[src/prescaler_pkg.sv]
// fixed point formats of the prescaler datapath, imported by each module that handles numbers
package prescaler_pkg;

  // a sample is a signed fraction with its value taken as the word divided by 2^16
  localparam int sample_width = 16;

  // scale factors and offsets share two integer bits
  localparam int scale_width      = 18;
  localparam int scale_int_bits   = 2;
  localparam int scale_frac_bits  = scale_width - scale_int_bits;
  localparam int offset_width     = 14;
  localparam int offset_int_bits  = 2;
  localparam int offset_frac_bits = offset_width - offset_int_bits;

  // full product width and where its binary point sits in value terms
  localparam int product_width     = sample_width + scale_width;
  localparam int product_frac_bits = sample_width + scale_frac_bits;

  // one extra bit so the offset addition cannot wrap
  localparam int sum_width = product_width + 1;

  // shift that lines an offset up with the product's binary point
  localparam int offset_shift = product_frac_bits - offset_frac_bits;

  // shift that brings a sum back to sample units
  localparam int out_shift = product_frac_bits - sample_width;

  typedef logic signed [sample_width-1:0]  sample_t;
  typedef logic signed [scale_width-1:0]   scale_t;
  typedef logic signed [offset_width-1:0]  offset_t;
  typedef logic signed [product_width-1:0] product_t;
  typedef logic signed [sum_width-1:0]     sum_t;

  // saturation limits of the output sample
  localparam sample_t sample_max = {1'b0, {(sample_width-1){1'b1}}};
  localparam sample_t sample_min = {1'b1, {(sample_width-1){1'b0}}};

endpackage

[src/offset_path.sv]
// offset branch of the prescaler, holds each channel's offset aligned to the product binary point
`timescale 1ns/1ns

module offset_path
  import prescaler_pkg::*;
#(
  parameter int channels         = 2,
  parameter int parallel_samples = 4
) (
  input  logic    clk,
  input  logic    reset,
  input  offset_t offset [channels],
  input  logic    offset_valid,
  output sum_t    aligned_offset [channels]
);

  offset_t offset_q [channels];
  sum_t    aligned_d [channels];

  always_ff @(posedge clk) begin
    if (reset) begin
      offset_q <= '{default: '0};
    end else if (offset_valid) begin
      offset_q <= offset;
    end
  end

  // sign extend first, then move the 12 fraction bits up to the product's 32
  always_comb begin
    for (int ch = 0; ch < channels; ch++) begin
      aligned_d[ch] = sum_t'(offset_q[ch]) <<< offset_shift;
    end
  end

  // the second register matches the two stage multiplier, so a capture
  // reaches the sum in the same cycle as the first samples it governs
  always_ff @(posedge clk) begin
    if (reset) begin
      aligned_offset <= '{default: '0};
    end else begin
      aligned_offset <= aligned_d;
    end
  end

  // an offset shifted this far must still fit inside the sum word
  if (offset_width + offset_shift >= sum_width) begin : g_bad_format
    $error("offset format does not fit the sum width");
  end

endmodule

[config.mk]
export PLATFORM = sky130hd
export DESIGN_NAME = offset_path
export DESIGN_NICKNAME = d
export VERILOG_FILES = /design/src/prescaler_pkg.sv /design/src/offset_path.sv
export SDC_FILE = /design/constraint.sdc
export NUM_CORES = 1
export LEC_CHECK = 0
export BUFFER_PORTS_ARGS = -buffer_cell sky130_fd_sc_hd__buf_4
export CORE_MARGIN = 3
export CORE_UTILIZATION = 45
export CTS_CLUSTER_DIAMETER = 50
export DETAILED_ROUTE_END_ITERATION = 7
export GPL_TIMING_DRIVEN = 0
export PLACE_DENSITY = 0.86
export SETUP_SLACK_MARGIN = 0.02
export SLEW_MARGIN = 20
export SYNTH_ARGS = -nofsm -noshare
export SYNTH_HDL_FRONTEND = slang
export SYNTH_SLANG_ARGS = --single-unit
[constraint.sdc]
create_clock -name clk -period 3.1 [get_ports clk]
set_clock_uncertainty 0.2 [all_clocks]
set_input_delay 0.775 -clock clk [delete_from_list [all_inputs] [get_ports clk]]
set_output_delay 0.775 -clock clk [all_outputs]
set_load 0.05 [all_outputs]
# == Word level (Yosys, flattened, before mapping) ==
# Cells that the tools add are included.
# totals
elab_cells,6
register_bits,96

# == Logic depth before layout (Yosys ltp) ==
# Gate-level depths: netlist of run 1.
# depth
word_depth,0
ltp_mapped,4
mapped_depth_nobuf,2

# == Least setup slack after synthesis of run 1 ==
# Ideal clock, no wire load.
# synth_path
path_kind,reg-to-output
startpoint,reg aligned_offset[33] (netlist name)
endpoint,out aligned_offset[34] (netlist name)
required_ns,2.125
arrival_ns,0.894
slack_ns,1.231
stages_incl_launch_ff,2
cell_sequence,dfxtp_1 buf_4
# synth_lines
element,line,text
end: declaration,offset_path.sv:14,output sum_t aligned_offset [channels]
# No word-level cell between the ends.

# == Worst setup path after layout of run 1 ==
# layout_path
startpoint,reg aligned_offset[33] (netlist name)
endpoint,out aligned_offset[34] (netlist name)
# No word-level cell between the ends.

==> summary.md, run 1 <==
| Metric | Value |
|---|---|
| Status | `finished, final reports clean` |
| Part of the cycle the worst path needs | `0.6079` |
| Prevailing post-synth register cell | `dfxtp_1` |
| TritonCTS clock tree | `built` |
| CP required | `2120 ps` |
| Compound-Gate Fraction of Synth Area | `0` |
| Synthesis-to-layout area growth | `35.54%` |
| Uppermost routed layer | `met4` |
| Pin count of the biggest net entering global routing | `17` |
| WL met2 | `1637 um` |
| CP peak stage delay | `approximately 340 ps` |
| Worst-path clk slew | `90 ps` |
| VDD IR max | `roughly 250 uV` |
| CP endpoint kind | `output port` |
| Leakage | `about 1.5 nW` |
| Yosys top cell area share | `0.5388` |
| Async SR Flop Fraction | `0` |
| Post-DP HPWL | `between 2000 and 3000 um` |
| # fillers | `about 370` |
| First-pass GRT wire length | `about 5300 um` |
| Worst skew pair latency | `300 ps` |
| Clock power frac | `0.262` |
| WL final | `3478 um` |
| P_sw | `~0.43 mW` |
| Core ar. | `between 0.004 and 0.005 mm2` |
| Final net count | `about 330` |
| Via density | `around 4` |
| RSZ-0062 raised after global routing | `false` |
| CP endpoint | `aligned_offset[34]` |
| Hold Violations, Final | `0` |
| Gpl congestion | `0.7409` |
| Full die area | `0.005476 mm2` |
| Most frequent cell after synthesis | `dfxtp_1` |
| Via count | `between 1,000 and 1,500` |
| M1 wire length | `between 1000 and 1500 um` |
| N_diodes | `0` |
| Leading post-synthesis cells by cell area | `dfxtp_1 (54%), buf_4 (15%), mux2i_1 (13%)` |
| Logic pwr share | `0.220` |
| Worst Hold Class | `flip-flop to flip-flop` |
| Crit. path cell count | `2` |
| R2r endpoint | `aligned_d[29]` |
| Total track usage | `0.1259` |
| Synth cell types | `10` |
| I/O pin cnt | `roughly 100` |
| Post-synthesis adder-cell area fraction | `0` |
| Drt drc | `0` |
| FP Rows | `24` |
| Setup Buffers After CTS | `0` |
| Largest family of logic cells by synthesized area | `buffers and inverters` |
| Post-synth EDFFs | `0` |
| IO buf count | `58` |
| Synth Register Bits | `56` |
| Max clock buf depth | `2` |
| Hold buffer count at CTS | `0` |
| CTS Root Cell | `clkbuf_8` |
| Synth Area in Simple Gates | `0.1347` |
| Tmin final | `1885 ps` |
| Total grt overflow | `0` |
| Ys Warns | `0` |
| Flop pwr share | `0.518` |
| Vias in the first global route | `1,254` |
| Post-synthesis cell area | `0.002081 mm2` |
| Synth area leader | `dfxtp_1` |
| Slew Limit Fails | `0` |
| Maximum clock frequency | `around 0.53 GHz` |
| Most common cell on crit path | `buf_4` |
| Layout cell share with drive strength beyond 1 | `0.3906` |
| CP Launch Type | `flip-flop` |
| Reg2reg path depth | `2` |
| Register area share after synthesis | `0.5388` |
| Power density over the cells | `roughly 520 mW/mm2` |
| Final setup viols | `0` |
| Synthesized instance count | `192` |
| Die W | `about 74 um` |
| Multiplexer share of the synthesized area | `0.1347` |
| Reg-to-reg startpoint | `aligned_d[29]` |
| Initial Util | `0.4714` |
| Crit path launch | `aligned_offset[33]` |
| Max-cap viol count | `0` |
| Most frequent cells after synthesis | `dfxtp_1 (56), buf_4 (42), mux2i_1 (28), nor2_1 (28), nor2b_1 (28)` |
| TritonCTS buffer count | `5` |
| Worst path cell trace | `buf_4 -> buf_4` |
| Post-synthesis xor/xnor area fraction | `0` |
| Sw frac | `0.2928` |
| WP buf/inv | `2` |
| Syn Area/Cell | `between 10 and 15 um2` |
| Internal power | `roughly 1.0 mW` |
| Setup total negative slack | `0 ps` |
| Reg2reg setup slack | `between 2000 and 2500 ps` |
| Starting DRT DRC Count | `34` |
| Pre-antenna DRT Iters | `4` |
| PnR Total Power | `1.480 mW` |
| Largest fanout on the critical path | `2` |
| H-tree levels | `2` |
| Initial antenna violation count | `0` |
| Final ANT Viol Nets | `0` |
| Worst path slowest cell | `dfxtp_1` |
| WP data arrival | `a little over 900 ps` |
| Cts repair resizes | `0` |
| Critical path's top delay family | `flip-flops` |
| TritonCTS Sinks | `between 50 and 60` |
| DR WL/cell | `about 10 um` |
| Critical path class | `flip-flop to output port` |
| Die Ht | `approximately 74 um` |
| DR WL met3 | `roughly 470 um` |
[cells by family after synthesis]
kind of cell / Yosys count
buffers and inverters: 51
other: 1
flip-flops: 56
AND/OR/NAND/NOR: 56
multiplexers: 28
[flip-flops by register name, summed over array words and instances (netlist names)]
| signal | flops |
|---|---|
| aligned_offset | 28 |
| aligned_d | 28 |
[power by group through the flow]
stage                     Combinational (mW)  Sequential [mW]  Clock [mW]
after global routing                   0.344            0.771       0.423
after global placement                 0.322            0.783           0
after floorplan                        0.213            0.830           0
after CTS                              0.325            0.767       0.401
after detailed placement               0.325            0.784           0
final                                  0.325            0.767       0.388
[how the worst min path moves through the flow]
stage / end / slack [ps] / depth (start not counted) / start
floorplan: aligned_offset[20] / 240 / 1 / aligned_d[20]
global placement: aligned_offset[66] / 240 / 1 / aligned_d[66]
detailed placement: aligned_offset[33] / 250 / 1 / aligned_d[33]
CTS: aligned_offset[33] / 270 / 1 / aligned_d[33]
global route: aligned_offset[30] / 280 / 1 / aligned_d[30]
finish: aligned_offset[33] / 270 / 1 / aligned_d[33]
[through the flow]
stage,cells,area [um2],setup WS (ps),util,hold WS [ps]
floorplan,231,2227,1231,-,237.4
global placement,341,2728,1443,0.6179,242.4
detailed placement,341,2728,1401,0.6179,248.5
CTS,349,2820,1206,0.6389,268.1
global route,349,2820,1176,0.6389,276.3
finish,349,2820,1215,0.6389,265.8
[layout make-up]
type	instances	area [um2]	share of cell area
Timing Repair Buffer	58	435.4	0.1544
Sequential cell	56	1121	0.3975
Clock buffer	6	82.58	0.02928
Buffer	51	395.4	0.1402
Clock inverter	2	10.01	0.003549
Multi-Input combinational cell	124	710.7	0.2520
Tap cell	52	65.06	0.02307
[metal layers]
| metal | vias up | global-route usage |
|---|---|---|
| met3 | 4 | 0.06081 |
| met2 | 72 | 0.2195 |
| li1 | 725 | - |
| met5 | - | 0 |
| met1 | 568 | 0.1320 |
| met4 | 0 | 0.04427 |
[worst reg2reg max path, delay by kind of cell, from the launching register on]
family	cells	cell delay, ps
DFF	1	320
muxes	1	160
and+or+nand+nor	1	50
[cell usage in the layout (no fill, tap or decap)]
cell      synthesis  final
clkbuf_1          1      1
buf_6             1      1
buf_12            2      2
buf_4            42    100
clkbuf_8          0      6
mux2i_1          28     28
clkinv_2          0      2
buf_2             5      5
conb_1            1     40
dfxtp_1          56     56
nor2b_1          28     28
nor2_1           28     28
(Power assumes the default switching activity.)
==> run 2: changes to the inputs <==
--- a/config.mk
+++ b/config.mk
@@ -5,13 +5,14 @@
 export SDC_FILE = /design/constraint.sdc
 export NUM_CORES = 1
 export LEC_CHECK = 0
+export ABC_AREA = 1
 export BUFFER_PORTS_ARGS = -buffer_cell sky130_fd_sc_hd__buf_4
 export CORE_MARGIN = 3
 export CORE_UTILIZATION = 45
 export CTS_CLUSTER_DIAMETER = 50
 export DETAILED_ROUTE_END_ITERATION = 7
 export GPL_TIMING_DRIVEN = 0
-export PLACE_DENSITY = 0.86
+export PLACE_DENSITY = 0.85
 export SETUP_SLACK_MARGIN = 0.02
 export SLEW_MARGIN = 20
 export SYNTH_ARGS = -nofsm -noshare
==> constraint.sdc (replaced) <==
create_clock -name clk -period 1.8 [get_ports clk]
set_clock_uncertainty 0.2 [all_clocks]
set_input_delay 0.45 -clock clk [delete_from_list [all_inputs] [get_ports clk]]
set_output_delay 0.45 -clock clk [all_outputs]
set_load 0.05 [all_outputs]
==> summary.md, run 2 <==
| Metric | Value |
|---|---|
| IO buf count | `59 (was 58)` |
| Final design utilization | `0.6283 (was 0.6389)` |
| Max-cap viol count | `0 (unchanged)` |
| Initial Util | `0.4725 (was 0.4714)` |
| Initial antenna violation count | `0 (unchanged)` |
| Final ANT Viol Nets | `0 (unchanged)` |
| Pin count of the biggest net entering global routing | `16 (was 17)` |
| Die Ht | `77.12 um (was 74 um)` |
| Ys Warns | `0 (unchanged)` |
| Final instance area | `0.003027 mm2 (was 0.002820 mm2)` |
| Setup total negative slack | `0 ps (unchanged)` |
| Gpl congestion | `0.7805 (was 0.7409)` |
| Post-DP HPWL | `3217 um (was 2754 um)` |
| Hold buffer count at CTS | `0 (unchanged)` |
| Final setup viols | `0 (unchanged)` |
| N_diodes | `0 (unchanged)` |
| Commonest non-fill, non-tap cells in the layout | `buf_4 (105), nor2_1 (84), inv_1 (56), nand2_1 (56), dfxtp_1 (56) (was buf_4 (100), dfxtp_1 (56), conb_1 (40))` |
| Worst-path clk slew | `90 ps (about the same)` |
| Hold Violations, Final | `0 (unchanged)` |
| Tmin final | `1560 ps` |
| Synth Register Bits | `56 (unchanged)` |
| Syn Area/Cell | `7.413 um2 (was 10.84 um2)` |
| TritonCTS clock tree | `built (unchanged)` |
| Critical path class | `flip-flop to output port (unchanged)` |
| Part of the cycle the worst path needs | `0.8666` |
| Vias in the first global route | `1,642 (was 1,254)` |
| Synth cell types | `9 (was 10)` |
| Async SR Flop Fraction | `0 (unchanged)` |
| Largest fanout on the critical path | `2 (unchanged)` |
| Core ar. | `0.004817 mm2 (was 0.004414 mm2)` |
| Reg-to-reg startpoint | `aligned_d[60] (was aligned_d[29])` |
| Most frequent cell after synthesis | `nor2_1 (was dfxtp_1)` |
| TritonCTS Sinks | `56 (unchanged)` |
| Worst skew pair latency | `300 ps (about the same)` |
| Setup Buffers After CTS | `0 (unchanged)` |
| FP Rows | `25 (was 24)` |
| Maximum clock frequency | `approximately 0.64 GHz` |
| Via count | `1,752 (was 1,369)` |
| CP endpoint kind | `output port (unchanged)` |
| Yosys top cell area share | `0.4926 (was 0.5388)` |
| Most frequent cells after synthesis | `nor2_1 (84), dfxtp_1 (56), inv_1 (56), nand2_1 (56), buf_4 (46) (was dfxtp_1 (56), buf_4 (42), mux2i_1 (28), nor2_1 (28), nor2b_1 (28))` |
| H-tree levels | `2 (unchanged)` |
| Starting DRT DRC Count | `61 (was 34)` |
| Cts repair resizes | `0 (unchanged)` |
| Status | `finished, final reports clean (unchanged)` |
| Synthesis-to-layout area growth | `32.99% (was 35.54%)` |
| DR WL/cell | `8.578 um (was 9.966 um)` |
| Slew Limit Fails | `0 (unchanged)` |
| Pre-antenna DRT Iters | `4 (unchanged)` |
| Layout cell share with drive strength beyond 1 | `0.2888 (was 0.3906)` |
| I/O pin cnt | `101 (unchanged)` |
| Area after DPL | `0.002949 mm2 (was 0.002728 mm2)` |
| Full die area | `0.005947 mm2 (was 0.005476 mm2)` |
| Post-synth EDFFs | `0 (unchanged)` |
| Via density | `3.658 (was 3.923)` |
| RSZ-0062 raised after global routing | `false (unchanged)` |
| WL final | `4109 um (was 3478 um)` |
| Hold_sp | `aligned_d[30] (was aligned_d[33])` |
| TritonCTS buffer count | `5 (unchanged)` |
| Max clock buf depth | `2 (unchanged)` |
| First-pass GRT wire length | `7051 um (was 5271 um)` |
| CTS Root Cell | `clkbuf_8 (unchanged)` |
| Crit path launch | `aligned_offset[33] (unchanged)` |
| CP required | `1150 ps (was 2120 ps)` |
| Total track usage | `0.1483 (was 0.1259)` |
| Power density over the cells | `856.8 mW/mm2 (was 524.9 mW/mm2)` |
| CP Launch Type | `flip-flop (unchanged)` |
| Drt drc | `0 (unchanged)` |
| PnR Total Power | `2.593 mW (was 1.480 mW)` |
| Die W | `77.12 um (was 74 um)` |
| Final net count | `443 (was 327)` |
| Leading post-synthesis cells by cell area | `dfxtp_1 (49%), buf_4 (15%), nor2_1 (14%) (was dfxtp_1 (54%), buf_4 (15%), mux2i_1 (13%))` |
| Worst Hold Class | `flip-flop to flip-flop (unchanged)` |
| Leakage | `1.762 nW (was 1.489 nW)` |
| Prevailing post-synth register cell | `dfxtp_1 (unchanged)` |
| Post-synthesis cell area | `0.002276 mm2 (was 0.002081 mm2)` |
| VDD IR max | `378.0 uV (was 253.9 uV)` |
| Synthesized instance count | `307 (was 192)` |
| Synth area leader | `dfxtp_1 (unchanged)` |
| Register area share after synthesis | `0.4926 (was 0.5388)` |
| Commonest non-fill, non-tap cell in the layout | `buf_4 (unchanged)` |
| WP data arrival | `910 ps (about the same)` |
| Total grt overflow | `0 (unchanged)` |
run 2: final timing paths:
check	end	slack, ps	depth (start not counted)
setup / recovery	aligned_offset[34]	240	2
hold / removal	aligned_offset[30]	220	2
setup reg to reg	aligned_d[60]	1020	2
hold reg to reg	aligned_offset[30]	220	2
run 2: report_power, final:
part           switching, mW  internal, mW
Clock                  0.357         0.265
Combinational          0.424         0.207
Sequential            0.0294          1.31
Total                  0.811          1.78
run 2: kinds of logic (layout without fill, tap and decap cells):
group / count (synthesis) / count (layout) / synth area share
flops: 56 / 56 / 0.4926
other cells: 1 / 40 / 0.001648
simple gates: 140 / 140 / 0.2309
buf+inv: 110 / 176 / 0.2749
run 2: cell type report:
cell class / count / area, um2
Buffer: 53 / 411.6
Tap cell: 67 / 83.83
Sequential cell: 56 / 1121
Timing Repair Buffer: 59 / 442.9
Clock buffer: 6 / 72.57
Inverter: 57 / 214.0
Clock inverter: 1 / 5.005
Multi-Input combinational cell: 180 / 675.6
Fill cell: 444 / 1790
run 2: stage by stage:
stage / setup WS (ps) / hold WS [ps] / instances
2_1_floorplan: 255.7 / 203.0 / 346
3_3_place_gp: 454.1 / 206.9 / 472
3_5_place_dp: 439.6 / 210.6 / 472
4_1_cts: 222.9 / 224.0 / 479
5_1_grt: 179.3 / 241.9 / 479
6_report: 240.0 / 220.9 / 479
run 2: per-layer routing:
| metal | vias to the layer above | wire, um | GRT usage | share of wire |
|---|---|---|---|---|
| li1 | 982 | - | - | - |
| met1 | 694 | 1740 | 0.1721 | 0.42 |
| met2 | 72 | 1945 | 0.2605 | 0.47 |
| met3 | 4 | 389 | 0.04812 | 0.095 |
| met4 | 0 | 34 | 0.04270 | 0.0083 |
| met5 | - | 0 | 0 | 0 |
run 2: critical path, stage by stage (launching register included):
cell and delay (ps):
dfxtp_1 340, buf_4 100, buf_4 180
==> run 3: changes to the inputs <==
--- a/config.mk
+++ b/config.mk
@@ -12,7 +12,7 @@
 export CTS_CLUSTER_DIAMETER = 50
 export DETAILED_ROUTE_END_ITERATION = 7
 export GPL_TIMING_DRIVEN = 0
-export PLACE_DENSITY = 0.85
+export PLACE_DENSITY_LB_ADDON = 0.3
 export SETUP_SLACK_MARGIN = 0.02
 export SLEW_MARGIN = 20
 export SYNTH_ARGS = -nofsm -noshare
==> summary.md, run 3 (synthesized netlist as in run 2, its figures left out) <==
| Metric | Value |
|---|---|
| Multi-input logic area | `675.6 um2 (unchanged)` |
| Worst setup margin | `219.3 ps (was 240.0 ps)` |
| CP endpoint kind | `output port (unchanged)` |
| WP data arrival | `930 ps (was 910 ps)` |
| VDD IR max | `405.0 uV (was 378.0 uV)` |
| WL final | `3824 um (was 4109 um)` |
| Via count | `1,723 (was 1,752)` |
| Worst Hold Class | `primary input to flip-flop (was flip-flop to flip-flop)` |
| Total grt overflow | `0 (unchanged)` |
| TritonCTS buffer count | `5 (unchanged)` |
| Hold_sp | `offset[25] (was aligned_d[30])` |
| Initial antenna violation count | `0 (unchanged)` |
| Final setup viols | `0 (unchanged)` |
| RSZ-0062 raised after global routing | `false (unchanged)` |
| Worst skew pair latency | `300 ps (about the same)` |
| Critical path class | `flip-flop to output port (unchanged)` |
| Layout cell share with drive strength beyond 1 | `0.2930 (was 0.2888)` |
| Starting DRT DRC Count | `51 (was 61)` |
| Commonest non-fill, non-tap cell in the layout | `buf_4 (unchanged)` |
| # fillers | `487 (was 444)` |
| TritonCTS clock tree | `built (unchanged)` |
| IO buf count | `59 (unchanged)` |
| Full die area | `0.005947 mm2 (unchanged)` |
| Worst-path clk slew | `100 ps (was 90 ps)` |
| Via density | `3.590 (was 3.658)` |
| Synthesis-to-layout area growth | `33.64% (was 32.99%)` |
| Tmin final | `1581 ps (was 1560 ps)` |
| Pre-antenna DRT Iters | `4 (unchanged)` |
| Max clock buf depth | `2 (unchanged)` |
| Area after DPL | `0.002949 mm2 (unchanged)` |
| Core ar. | `0.004817 mm2 (unchanged)` |
| Maximum clock frequency | `0.6327 GHz (was 0.6410 GHz)` |
| Drt drc | `0 (unchanged)` |
| Gpl congestion | `0.7685 (was 0.7805)` |
| Status | `finished, final reports clean (unchanged)` |
| Largest fanout on the critical path | `2 (unchanged)` |
| Crit path launch | `aligned_offset[33] (unchanged)` |
| FF+latch area | `0.001121 mm2 (unchanged)` |
| Hold buffer count at CTS | `0 (unchanged)` |
| Total track usage | `0.1340 (was 0.1483)` |
| Cts repair resizes | `0 (unchanged)` |
| Vias in the first global route | `1,509 (was 1,642)` |
| Commonest non-fill, non-tap cells in the layout | `buf_4 (105), nor2_1 (84), inv_1 (56), nand2_1 (56), dfxtp_1 (56) (unchanged)` |
| FP Rows | `25 (unchanged)` |
| Leakage | `1.762 nW (about the same)` |
| I/O pin cnt | `101 (unchanged)` |
| Slew Limit Fails | `0 (unchanged)` |
| Final instance area | `0.003042 mm2 (was 0.003027 mm2)` |
| Final design utilization | `0.6314 (was 0.6283)` |
| Reg2reg setup slack | `1040 ps (was 1020 ps)` |
| Power density over the cells | `868.1 mW/mm2 (was 856.8 mW/mm2)` |
| H-tree levels | `2 (unchanged)` |
| PnR Total Power | `2.640 mW (was 2.593 mW)` |
| Die W | `77.12 um (unchanged)` |
| CTS Root Cell | `clkbuf_8 (unchanged)` |
| Hold Violations, Final | `0 (unchanged)` |
| Max-cap viol count | `0 (unchanged)` |
| Final ANT Viol Nets | `0 (unchanged)` |
| Post-DP HPWL | `2952 um (was 3217 um)` |
| Post-Place Cells | `472 (unchanged)` |
| Initial Util | `0.4725 (unchanged)` |
| Setup total negative slack | `0 ps (unchanged)` |
| Part of the cycle the worst path needs | `0.8781 (was 0.8666)` |
| Final Non-Filler Cells | `480 (was 479)` |
| Pin count of the biggest net entering global routing | `19 (was 16)` |
| CP Launch Type | `flip-flop (unchanged)` |
| Reg-to-reg startpoint | `aligned_d[25] (was aligned_d[60])` |
| Setup Buffers After CTS | `0 (unchanged)` |
| Min Hold Slack | `219.5 ps (was 220.9 ps)` |
| Final net count | `443 (unchanged)` |
| N_diodes | `0 (unchanged)` |
| Die Ht | `77.12 um (unchanged)` |
| Place WS | `454.4 ps (was 439.6 ps)` |
| DR WL/cell | `7.967 um (was 8.578 um)` |
| CP required | `1150 ps (about the same)` |
| First-pass GRT wire length | `6354 um (was 7051 um)` |
| TritonCTS Sinks | `56 (unchanged)` |
run 3: per-layer routing:
layer / part of all wire / wire [um] / global-route usage / vias to the layer above
li1: - / - / - / 981
met1: 0.43 / 1636 / 0.1523 / 672
met2: 0.46 / 1742 / 0.2204 / 64
met3: 0.098 / 376 / 0.05869 / 6
met4: 0.018 / 69 / 0.05338 / 0
met5: 0 / 0 / 0 / -
run 3: report_power, final:
part           total, mW  leakage [nW]  switching [mW]  internal [mW]
registers           1.34         0.463          0.0278           1.31
logic              0.627          1.26           0.420          0.207
clock network      0.675        0.0404           0.399          0.276
total               2.64          1.76           0.847           1.79
run 3: critical path, stage by stage (launching register included):
cell and delay (ps):
dfxtp_1 340, buf_4 100, buf_4 180
run 3: layout make-up:
| class | count | share of cell area |
|---|---|---|
| Inverter | 57 | 0.07034 |
| Sequential cell | 56 | 0.3686 |
| Clock inverter | 3 | 0.007816 |
| Tap cell | 67 | 0.02756 |
| Buffer | 53 | 0.1353 |
| Clock buffer | 5 | 0.02262 |
| Multi-Input combinational cell | 180 | 0.2221 |
| Timing Repair Buffer | 59 | 0.1456 |
run 3: path summary, 6_finish.rpt:
check | endpoint | cells past startpoint
worst max register to register | aligned_d[25] | 2
worst min-delay path | aligned_d[66] | 5
worst min register to register | aligned_offset[67] | 2
worst max-delay path | aligned_offset[34] | 2
